--- src/source/sad_pkg.sv ---
package sad_pkg;

  // pixel and sum widths
  localparam int PixelWidth = 8;
  localparam int SadWidth   = 17;  // 255 * 256 fits

  // memory address widths
  localparam int SAddrWidth = 10;  // search windows up to 32 x 32
  localparam int RAddrWidth = 8;

  // one pixel as read from either memory
  typedef logic [PixelWidth-1:0] pixel_t;

  // accumulated sum of absolute differences
  typedef logic [SadWidth-1:0] sad_t;

  // linear row-major search memory address
  typedef logic [SAddrWidth-1:0] saddr_t;

  // linear row-major reference memory address
  typedef logic [RAddrWidth-1:0] raddr_t;

endpackage

--- src/source/sad_scan_decode.sv ---
`timescale 1ns/1ns

module sad_scan_decode import sad_pkg::*; #(
  parameter int SImgSize = 19,
  parameter int RImgSize = 4,
  parameter int PeNum    = 8
) (
  input  logic   clk_i,
  input  logic   rst_ni,
  input  logic   start_i,
  input  logic   finish_i,
  output logic   busy_o,
  output saddr_t smem_raddr_o,
  output raddr_t ref_raddr_o,
  output logic   beat_valid_o,
  output logic   ref_valid_o,
  output logic   first_beat_o,
  output logic   strip_last_o,
  output logic   job_last_o,
  output saddr_t strip_base_o
);

  localparam int BeatNum = RImgSize + PeNum - 1;   // beats per reference row
  localparam int CandNum = SImgSize - RImgSize + 1; // candidates per axis
  localparam int GrpNum  = CandNum / PeNum;         // strips per candidate row
  localparam int BeatW   = $clog2(BeatNum + 1);
  localparam int RowW    = $clog2(RImgSize + 1);
  localparam int GrpW    = $clog2(GrpNum + 1);
  localparam int CandW   = $clog2(CandNum + 1);

  localparam saddr_t RowStep  = SAddrWidth'(SImgSize);
  localparam saddr_t GrpStep  = SAddrWidth'(PeNum);
  localparam saddr_t WrapStep = SAddrWidth'(BeatNum); // last strip of a row to next row

  logic             active;   // beats still being issued
  logic [BeatW-1:0] beat_cnt;
  logic [RowW-1:0]  row_cnt;
  logic [GrpW-1:0]  grp_cnt;
  logic [CandW-1:0] cand_row;
  saddr_t           row_addr;   // first search address of current reference row
  saddr_t           strip_base;
  saddr_t           next_base;
  logic             beat_last;
  logic             row_last;
  logic             grp_last;
  logic             cand_last;
  logic             strip_end;
  logic             job_end;

  always_comb begin
    beat_last = beat_cnt == BeatW'(BeatNum - 1);
    row_last  = row_cnt == RowW'(RImgSize - 1);
    grp_last  = grp_cnt == GrpW'(GrpNum - 1);
    cand_last = cand_row == CandW'(CandNum - 1);
    strip_end = beat_last && row_last;
    job_end   = strip_end && grp_last && cand_last;
    if (job_end) begin
      next_base = '0;  // park at 0 for the next job
    end else if (grp_last) begin
      next_base = strip_base + WrapStep;
    end else begin
      next_base = strip_base + GrpStep;
    end
  end

  always_ff @(posedge clk_i) begin
    if (!rst_ni) begin
      busy_o       <= 1'b0;
      active       <= 1'b0;
      beat_cnt     <= '0;
      row_cnt      <= '0;
      grp_cnt      <= '0;
      cand_row     <= '0;
      row_addr     <= '0;
      strip_base   <= '0;
      smem_raddr_o <= '0;
      ref_raddr_o  <= '0;
      beat_valid_o <= 1'b0;
      ref_valid_o  <= 1'b0;
      first_beat_o <= 1'b0;
      strip_last_o <= 1'b0;
      job_last_o   <= 1'b0;
      strip_base_o <= '0;
    end else begin
      // flags follow the address by one cycle to stay in step with the read data
      beat_valid_o <= active;
      ref_valid_o  <= beat_cnt < BeatW'(RImgSize);
      first_beat_o <= active && (beat_cnt == '0) && (row_cnt == '0);
      strip_last_o <= active && strip_end;
      job_last_o   <= active && job_end;
      strip_base_o <= strip_base;

      if (finish_i) begin
        busy_o <= 1'b0;
      end

      if (start_i && !busy_o) begin
        busy_o <= 1'b1;
        active <= 1'b1;  // counters and addresses already sit at 0
      end else if (active) begin
        if (!beat_last) begin
          beat_cnt     <= beat_cnt + 1'b1;
          smem_raddr_o <= smem_raddr_o + 1'b1;
          if (beat_cnt < BeatW'(RImgSize - 1)) begin
            ref_raddr_o <= ref_raddr_o + 1'b1;
          end
        end else if (!row_last) begin
          beat_cnt     <= '0;
          row_cnt      <= row_cnt + 1'b1;
          row_addr     <= row_addr + RowStep;
          smem_raddr_o <= row_addr + RowStep;
          ref_raddr_o  <= ref_raddr_o + 1'b1;
        end else begin
          beat_cnt     <= '0;
          row_cnt      <= '0;
          ref_raddr_o  <= '0;
          strip_base   <= next_base;
          row_addr     <= next_base;
          smem_raddr_o <= next_base;
          grp_cnt      <= grp_last ? '0 : grp_cnt + 1'b1;
          if (grp_last) begin
            cand_row <= cand_last ? '0 : cand_row + 1'b1;
          end
          if (job_end) begin
            active <= 1'b0;
          end
        end
      end
    end
  end

endmodule

--- src/source/sad_pe_array.sv ---
`timescale 1ns/1ns

module sad_pe_array import sad_pkg::*; #(
  parameter int PeNum = 8
) (
  input  logic   clk_i,
  input  logic   rst_ni,
  input  logic   beat_valid_i,
  input  logic   ref_valid_i,
  input  logic   first_beat_i,
  input  logic   strip_last_i,
  input  logic   job_last_i,
  input  saddr_t strip_base_i,
  input  pixel_t search_pix_i,
  input  pixel_t ref_pix_i,
  output sad_t   sad_o [PeNum],
  output logic   done_o,
  output logic   job_done_o,
  output saddr_t base_o
);

  pixel_t stage_pix   [PeNum];  // stage k feeds element k
  logic   stage_vld   [PeNum];
  logic   stage_first [PeNum];
  pixel_t dly_pix     [PeNum-1];
  logic   dly_vld     [PeNum-1];
  logic   dly_first   [PeNum-1];
  sad_t   acc         [PeNum];
  logic   strip_last_q;
  logic   job_last_q;
  saddr_t base_q;

  function automatic pixel_t abs_diff(pixel_t a, pixel_t b);
    return (a > b) ? a - b : b - a;
  endfunction

  always_comb begin
    stage_pix[0]   = ref_pix_i;
    stage_vld[0]   = beat_valid_i && ref_valid_i;
    stage_first[0] = first_beat_i;
    for (int k = 1; k < PeNum; k++) begin
      stage_pix[k]   = dly_pix[k-1];
      stage_vld[k]   = dly_vld[k-1];
      stage_first[k] = dly_first[k-1];
    end
  end

  always_ff @(posedge clk_i) begin
    if (!rst_ni) begin
      for (int k = 0; k < PeNum - 1; k++) begin
        dly_vld[k]   <= 1'b0;
        dly_first[k] <= 1'b0;
      end
      strip_last_q <= 1'b0;
      job_last_q   <= 1'b0;
      done_o       <= 1'b0;
      job_done_o   <= 1'b0;
    end else begin
      for (int k = 0; k < PeNum - 1; k++) begin
        dly_vld[k]   <= stage_vld[k];
        dly_first[k] <= stage_first[k];
      end
      strip_last_q <= strip_last_i;  // last element takes its final term here
      job_last_q   <= job_last_i;
      done_o       <= strip_last_q;
      job_done_o   <= job_last_q;
    end
  end

  always_ff @(posedge clk_i) begin
    for (int k = 0; k < PeNum - 1; k++) begin
      dly_pix[k] <= stage_pix[k];
    end
    for (int k = 0; k < PeNum; k++) begin
      if (stage_vld[k]) begin
        if (stage_first[k]) begin
          acc[k] <= SadWidth'(abs_diff(search_pix_i, stage_pix[k]));
        end else begin
          acc[k] <= acc[k] + SadWidth'(abs_diff(search_pix_i, stage_pix[k]));
        end
      end
    end
    base_q <= strip_base_i;
    // element 0 restarts on this same edge, so the sums are snapshotted
    if (strip_last_q) begin
      sad_o  <= acc;
      base_o <= base_q;
    end
  end

endmodule

--- src/source/sad_min_select.sv ---
`timescale 1ns/1ns

module sad_min_select import sad_pkg::*; #(
  parameter int PeNum = 8
) (
  input  logic   clk_i,
  input  logic   rst_ni,
  input  logic   done_i,
  input  logic   job_done_i,
  input  sad_t   sad_i [PeNum],
  input  saddr_t base_i,
  output logic   finish_o,
  output sad_t   min_sad_o,
  output saddr_t min_addr_o
);

  localparam int NodeNum = 2 * PeNum - 1;  // heap layout with leaves at the back

  sad_t   best_sad  [PeNum];
  saddr_t best_addr [PeNum];
  sad_t   next_sad  [PeNum];
  saddr_t next_addr [PeNum];
  sad_t   tree_sad  [NodeNum];
  saddr_t tree_addr [NodeNum];
  logic   first_strip;  // next done opens a new job
  logic   take_right;

  always_comb begin
    for (int k = 0; k < PeNum; k++) begin
      next_sad[k]  = best_sad[k];
      next_addr[k] = best_addr[k];
      // strictly smaller keeps the earlier, lower address on a tie
      if (done_i && (first_strip || sad_i[k] < best_sad[k])) begin
        next_sad[k]  = sad_i[k];
        next_addr[k] = base_i + SAddrWidth'(k);
      end
    end
  end

  always_comb begin
    take_right = 1'b0;
    for (int k = 0; k < PeNum; k++) begin
      tree_sad[PeNum-1+k]  = next_sad[k];
      tree_addr[PeNum-1+k] = next_addr[k];
    end
    for (int i = PeNum - 2; i >= 0; i--) begin
      take_right = (tree_sad[2*i+2] < tree_sad[2*i+1]) ||
                   ((tree_sad[2*i+2] == tree_sad[2*i+1]) &&
                    (tree_addr[2*i+2] < tree_addr[2*i+1]));
      if (take_right) begin
        tree_sad[i]  = tree_sad[2*i+2];
        tree_addr[i] = tree_addr[2*i+2];
      end else begin
        tree_sad[i]  = tree_sad[2*i+1];
        tree_addr[i] = tree_addr[2*i+1];
      end
    end
  end

  always_ff @(posedge clk_i) begin
    for (int k = 0; k < PeNum; k++) begin
      best_sad[k]  <= next_sad[k];
      best_addr[k] <= next_addr[k];
    end
  end

  always_ff @(posedge clk_i) begin
    if (!rst_ni) begin
      first_strip <= 1'b1;
      finish_o    <= 1'b0;
      min_sad_o   <= '0;
      min_addr_o  <= '0;
    end else begin
      finish_o <= job_done_i;
      if (job_done_i) begin
        first_strip <= 1'b1;
        min_sad_o   <= tree_sad[0];  // root of the tree
        min_addr_o  <= tree_addr[0];
      end else if (done_i) begin
        first_strip <= 1'b0;
      end
    end
  end

endmodule

--- src/source/motion_search_top.sv ---
`timescale 1ns/1ns

module motion_search_top import sad_pkg::*; #(
  parameter int SImgSize = 19,
  parameter int RImgSize = 4,
  parameter int PeNum    = 8
) (
  input  logic   clk_i,
  input  logic   rst_ni,
  input  logic   start_i,
  input  pixel_t smem_rdata_i,
  input  pixel_t ref_rdata_i,
  output saddr_t smem_raddr_o,
  output raddr_t ref_raddr_o,
  output logic   busy_o,
  output logic   finish_o,
  output sad_t   min_sad_o,
  output saddr_t min_addr_o
);

  // decode to execute
  logic   beat_valid;
  logic   ref_valid;
  logic   first_beat;
  logic   strip_last;
  logic   job_last;
  saddr_t strip_base;

  // execute to result
  sad_t   pe_sad [PeNum];
  logic   strip_done;
  logic   job_done;
  saddr_t done_base;

  sad_scan_decode #(
    .SImgSize(SImgSize),
    .RImgSize(RImgSize),
    .PeNum   (PeNum)
  ) i_decode (
    .clk_i       (clk_i),
    .rst_ni      (rst_ni),
    .start_i     (start_i),
    .finish_i    (finish_o),
    .busy_o      (busy_o),
    .smem_raddr_o(smem_raddr_o),
    .ref_raddr_o (ref_raddr_o),
    .beat_valid_o(beat_valid),
    .ref_valid_o (ref_valid),
    .first_beat_o(first_beat),
    .strip_last_o(strip_last),
    .job_last_o  (job_last),
    .strip_base_o(strip_base)
  );

  sad_pe_array #(
    .PeNum(PeNum)
  ) i_execute (
    .clk_i       (clk_i),
    .rst_ni      (rst_ni),
    .beat_valid_i(beat_valid),
    .ref_valid_i (ref_valid),
    .first_beat_i(first_beat),
    .strip_last_i(strip_last),
    .job_last_i  (job_last),
    .strip_base_i(strip_base),
    .search_pix_i(smem_rdata_i),  // broadcast to all elements
    .ref_pix_i   (ref_rdata_i),
    .sad_o       (pe_sad),
    .done_o      (strip_done),
    .job_done_o  (job_done),
    .base_o      (done_base)
  );

  sad_min_select #(
    .PeNum(PeNum)
  ) i_result (
    .clk_i     (clk_i),
    .rst_ni    (rst_ni),
    .done_i    (strip_done),
    .job_done_i(job_done),
    .sad_i     (pe_sad),
    .base_i    (done_base),
    .finish_o  (finish_o),
    .min_sad_o (min_sad_o),
    .min_addr_o(min_addr_o)
  );

endmodule

--- config.mk ---
export PLATFORM = sky130hd
export DESIGN_NAME = motion_search_top
export DESIGN_NICKNAME = d
export VERILOG_FILES = /design/src/source/sad_pkg.sv /design/src/source/sad_scan_decode.sv /design/src/source/sad_pe_array.sv /design/src/source/sad_min_select.sv /design/src/source/motion_search_top.sv
export SDC_FILE = /design/constraint.sdc
export NUM_CORES = 2
export LEC_CHECK = 0
export BUFFER_PORTS_ARGS = -buffer_cell sky130_fd_sc_hd__buf_4
export CORE_UTILIZATION = 55
export DETAILED_ROUTE_END_ITERATION = 10
export GPL_ROUTABILITY_DRIVEN = 0
export PLACE_DENSITY = 0.71
export SLEW_MARGIN = 20
export SYNTH_ARGS = -nofsm -noshare
export SYNTH_HDL_FRONTEND = slang
export SYNTH_SLANG_ARGS = --single-unit
--- constraint.sdc ---
create_clock -name clk_i -period 18.2 [get_ports clk_i]
set_input_delay 2.73 -clock clk_i [delete_from_list [all_inputs] [get_ports clk_i]]
set_output_delay 2.73 -clock clk_i [all_outputs]
set_load 0.01 [all_outputs]
# Word-level counts from Yosys, hierarchy flattened
# Memory sizes are Yosys's and may differ from the RTL's.
# Cells that the tools add are included.
# word_totals
elab_cells	284
ff_bits	394
memories	5
out_inout_bits	47
mem_bits_rw	286
# memory_table
memory	depth	width	rd	rd_clocked_by_memory_dff	write_ports	line	source
i_result.best_sad	8	17	8	0	8	sad_min_select.sv:19	sad_t best_sad [PeNum];
i_result.best_addr	8	10	8	0	8	sad_min_select.sv:20	saddr_t best_addr [PeNum];
i_execute.dly_pix	7	8	7	0	7	sad_pe_array.sv:25	pixel_t dly_pix [PeNum-1];
i_execute.dly_first	7	1	7	0	7	sad_pe_array.sv:27	logic dly_first [PeNum-1];
i_execute.dly_vld	7	1	7	0	7	sad_pe_array.sv:26	logic dly_vld [PeNum-1];
# op_classes
n_mux	80
n_addsub	40
reduce_logical	50
n_eq_ne	11
bitwise_logic	16
order_cmp	32
# ops
operator	count
$lt A17 B17 Y1	15
$mux W17	15
$mux W10	19
$mux W8	19
$add A17 B8 Y17	8
$sub A8 B8 Y8	16
$eq A17 B17 Y1	7
$lt A10 B10 Y1	7
$gt A8 B8 Y1	8
$add A10 B3 Y10 const B	4
$logic_and A1 B1 Y1	24
$mux W1	23
$add A10 B1 Y10 const B	2
$add A10 B2 Y10 const B	2
$add A10 B4 Y10 const B	2
$logic_or A1 B1 Y1	15
$or A1 B1 Y1	14
$add A10 B5 Y10 const B	1
$add A8 B1 Y8 const B	1
$reduce_and A3 Y1	2
$add A5 B1 Y5 const B	1
$eq A5 B4 Y1 const B	1
$mux W5	1
$reduce_and A5 Y1	1
19 further kinds	21

# Depth between registers and ports, before layout
# An unclocked memory read counts as a cell.
# depth
word_depth	17
ltp_mapped	58
mapped_depth_nobuf	50

# Cells and area by module
# A second synthesis with hierarchy kept.
# unflattened
cells_unflattened	4434
area_unflattened_um2	42976.2
# by_module_without_submodules
mod	cells_per_inst	seq_area_each_um2	n_inst	area_each_um2
sad_pe_array	1795	10149.7	1	20652.3
sad_min_select	2257	4904.7	1	18939.4
sad_scan_decode	382	1381.3	1	3384.5

# Worst setup path after synthesis
# Ideal clock, no wire load.
# synth_path
path_kind	register to register
startpoint	reg i_execute.sad_o[133] in the netlist's numbering
endpoint	reg i_result.min_sad_o[6]
path_stages_with_launch	53
n_path_buf	7
arrival_ns	9.393
required_ns	18.131
path_slack_ns	8.738
path_cell_list	edfxtp_1 ha_1 a21oi_1 o21ai_0 a21oi_1 a211oi_1 nand2b_1 clkbuf_1 clkbuf_1 mux2i_1 ha_1 a21o_1 a21o_1 a21oi_1 o22ai_1 nor2_1 o21ai_0 a31oi_1 (+17 left out) mux2i_1 ha_1 nor2b_1 o21a_1 o21a_1 o21a_1 o21a_1 o21a_1 o21a_1 o21ai_0 a211oi_1 o22ai_1 o21bai_1 nor2_1 buf_2 buf_2 a21o_1 o21ai_1
# synth_via
elab_chain_len	16
# synth_lines
item	line	source
start, declared	sad_pe_array.sv:16	output sad_t sad_o [PeNum],
start signal, assigned	sad_pe_array.sv:86	sad_o <= acc;
parallel branches: the longest is 15 deep, another holds $lt A17 B17 Y1	n/a	
$mux W17 (*)	sad_min_select.sv:50	if (take_right) begin
end signal, assigned	sad_min_select.sv:77	min_sad_o <= tree_sad[0];
end, declared	sad_min_select.sv:13	output sad_t min_sad_o,
# Every way passes the cells marked *.
# A chain may end at the register's enable or synchronous reset.

==> metrics.md <==
| Metric | Value |
|---|---|
| Setup slack, reg-to-reg | 6.35 ns |
| FF-to-FF path depth | 50 |
| Die area | 0.0759 mm2 |
| RSZ-0062 raised after global routing | no |
| WL per Instance | 18.8 um |
| Layout cell share with drive strength beyond 1 | 8.52% |
| Post-synthesis instance total | 4,278 |
| Clock latency on the worst-skew pair | 0.64 ns |
| Resize count post-CTS | 0 |
| Final number of hold-violating endpoints | 0 |
| First-pass GRT wire length | 159 mm |
| WP data arrival | 12.41 ns |
| # rows | 99 |
| Total Routing Usage GR | 26.7% |
| Layout area overhead | 9.47% |
| Max incr delay on CP | 0.67 ns |
| Final Setup Violations | 0 |
| I/O Pins | 66 |
| Iter 0 DRT Violations | 2,548 |
| Top sig layer | met4 |
| Peak VDD IR | 64.3 uV |
| Die Y | 276 um |
| EDFF count, synth | 282 |
| Nets | 4,865 |
| Final Cycle Share | 65.1% |
| Filler Cells Inserted | 6,102 |
| Skew final | 0.0328 ns |
| Post-synthesis sequential area ratio | 39.9% |
| Max Buffers Root-to-Sink | 3 |
| Leak Pwr | 20.5 nW |
| Top-area cell type share of the netlist area | 20.6% |
| Worst Setup SP | i_execute.sad_o[40] |
| Hold Path Depth | 0 |
| Pwr Density | 80.1 mW/mm2 |
| HPWL after DPL | 76.9 mm |
| Setup Fix Bufs, Post-CTS | 0 |
| HP Start | i_decode.strip_base_o[1] |
| Gr ovfl total | 0 |
| Ys flop type | dfxtp_1 |
| Met3 wire len | 6.17 mm |
| DR pass1 iterations | 6 |
| Seq. cell area | 0.0164 mm2 |
| Most frequent CP cell | o21a_1 |
| Reg clk slew, reported paths | 0.06 ns |
| CP startpoint kind | flip-flop |
| I/O Buffers | 65 |
| Core box area | 0.0735 mm2 |
| Required time worst endpoint | 18.76 ns |
| Hold WS | 0.328 ns |
| Multi-input gate area | 0.0224 mm2 |
| Post-Route WL | 101 mm |
| Post-Syn Nets | 4,827 |
| Crit path capture type | flip-flop |
| Slew margin rel. | 28.0% |
| FMAX | 84.4 MHz |
| Worst path slowest cell | nand2_2 |
| Leading area contributor after synthesis | edfxtp_1 |
| WL met2 | 43.5 mm |
| H-tree Lvls | 3 |
| Post-CTS Hold Buffers | 0 |
| Hold Path Class | flip-flop to flip-flop |
| Crit Path Max Fanout | 35 |
| Initial Util | 56.0% |
| Syn_area_per_cell | 9.62 um2 |
| Detailed-route via count | 30,518 |
| Initial antenna violation count | 4 |
| Yosys warning count | 0 |
| Worst setup path class | flip-flop to flip-flop |
| Overall power | 0.00361 W |
| Wl on met1 | 48.1 mm |
| Slew Limit Fails | 0 |
| Routed Antenna Nets | 0 |
| Setup TNS | 0 ns |
| Largest net degree at the start of global routing | 69 |
| Synth cell types | 91 |
| Synthesized flop and latch total | 680 |
| Maxcap violations | 0 |
| Vias per cell | 5.72 |
| Reg2Reg Capture Point | i_result.min_addr_o[2] |
| Synth top area cells | edfxtp_1 21%, dfxtp_1 19%, ha_1 15%, inv_1 4.5%, a21oi_1 3.6% |
| # clock sinks | 680 |
| Hold-critical path endpoint | i_execute.base_q[1] |
| Vias in the first global route | 29,278 |
| Clk root buf | clkbuf_16 |
| Post-synthesis async set-or-reset flop share | 0% |
| Critical R2R Launch | i_execute.sad_o[40] |
| CTS tree | done |
| CTS buffer count | 75 |
| Slew @ Worst Pin | 1.08 ns |
| Status | completed |
| Die Wd | 276 um |
| Period minus WS final | 11.85 ns |
| Mapped cell area | 0.0412 mm2 |
| DRC | 0 |
## worst max-delay path: cells and delay by family, from the launching register on
family | cells | cell delay, ns
muxes | 4 | 1.43
AOI/OAI and AO/OA | 29 | 5.12
adders and majority gates | 4 | 1.24
DFF | 1 | 0.41
and+or+nand+nor | 9 | 2.57
buffers and inverters | 4 | 0.96
## cells in the mapped netlist, types with 31 or more instances
master	count
a21o_1	99
nand3_1	51
inv_1	493
mux2_2	127
edfxtp_1	282
dfxtp_1	398
clkbuf_1	82
o21ai_1	34
nor2b_1	93
o21ai_0	243
o21a_1	31
xor2_1	80
ha_1	506
nand2_1	323
and2_1	40
mux2i_1	145
or3_1	33
xnor2_1	140
o21bai_1	40
a21oi_1	300
nor2_1	271
nand4_1	79
## stage by stage
stage               utilization (%)  cell area (um2)  setup WS, ns  instances
finish                         61.4            45100          6.35       5338
global route                   61.3            45100          5.58       5337
CTS                            61.3            45100          6.56       5337
detailed placement             58.0            42600          6.65       5198
global placement               57.9            42600          6.88       5198
floorplan                         -            41200          8.74       4278
## how the worst max path moves through the flow
stage | to | slack (ns) | cells after the start
floorplan | i_result.min_sad_o[6] | 8.74 | 52
finish | i_result.min_addr_o[2] | 6.35 | 50
detailed placement | i_result.min_addr_o[2] | 6.65 | 50
global placement | i_result.min_addr_o[2] | 6.88 | 44
global route | i_result.min_addr_o[2] | 5.58 | 44
CTS | i_result.min_addr_o[2] | 6.56 | 50
## area by class of cell
class	instances	share of cell area, %
clock buffer	108	4.91
antenna	1	0.00555
sequential	680	36.5
inverter	496	4.13
clock inverter	31	0.616
multi-input combinational	2979	49.8
tap	959	2.66
timing repair buffer	84	1.40
## per-layer routing
metal	track usage, %	up-vias
li1	-	15068
met5	0	-
met1	38.6	14415
met3	3.69	171
met4	8.74	0
met2	40.9	864
## power breakdown
| group | leakage [nW] | internal [W] | switching (W) | total (W) |
|---|---|---|---|---|
| combinational | 13.4 | 0.000196 | 0.000256 | 0.000451 |
| sequential | 5.79 | 0.00161 | 0.0000142 | 0.00163 |
| clock | 1.23 | 0.000894 | 0.000637 | 0.00153 |
| total | 20.5 | 0.00270 | 0.000907 | 0.00361 |
## sequential cells by signal, indices dropped and copies added, names as in the netlist, 7 cells and up
signal and cells:
i_execute.acc 136, i_execute.base_o 10, i_decode.strip_base 10, i_decode.ref_raddr_o 8, i_decode.row_addr 10, i_decode.smem_raddr_o 10, i_result.best_sad 136, i_execute.base_q 10
i_execute.dly_pix 56, i_result.min_sad_o 17, i_execute.dly_vld 7, i_decode.strip_base_o 10, i_execute.sad_o 136, i_execute.dly_first 7, i_result.min_addr_o 10, i_result.best_addr 80
## cells by family (layout without fill, tap and decap cells)
group                    count (synthesis)  after routing  synth area share, %
AO/OA/AOI/OAI                          942            942                 14.2
flip-flops                             680            680                 39.9
XOR/XNOR                               220            220                 4.68
adder cells (fa/ha/maj)                532            532                 16.6
multiplexers                           276            276                 7.13
other                                    0              1                    0
AND/OR/NAND/NOR                       1009           1009                 11.7
buffers and inverters                  619            719                 5.76
## placed cells by master, fill, tap and decap left out, types with 18 or more instances in the layout
cell type  instances
nor2b_1           93
ha_1             506
nand4_1           79
o21a_1            31
nand2_1          323
clkbuf_16         81
nand2b_1          18
and3_1            27
a21boi_0          21
a21o_1            99
o21ai_0          242
and2_1            40
nor3_1            26
nand3_1           51
a21oi_1          299
buf_4             84
clkbuf_1          18
mux2_2           127
mux2i_1          145
a221oi_1          18
o21bai_1          40
xnor2_1          140
fa_1              24
nor2_1           269
dfxtp_1          397
or3_1             33
xor2_1            80
edfxtp_1         282
o21ai_1           32
inv_1            493
Note: power is estimated with default switching activity, not from simulation.
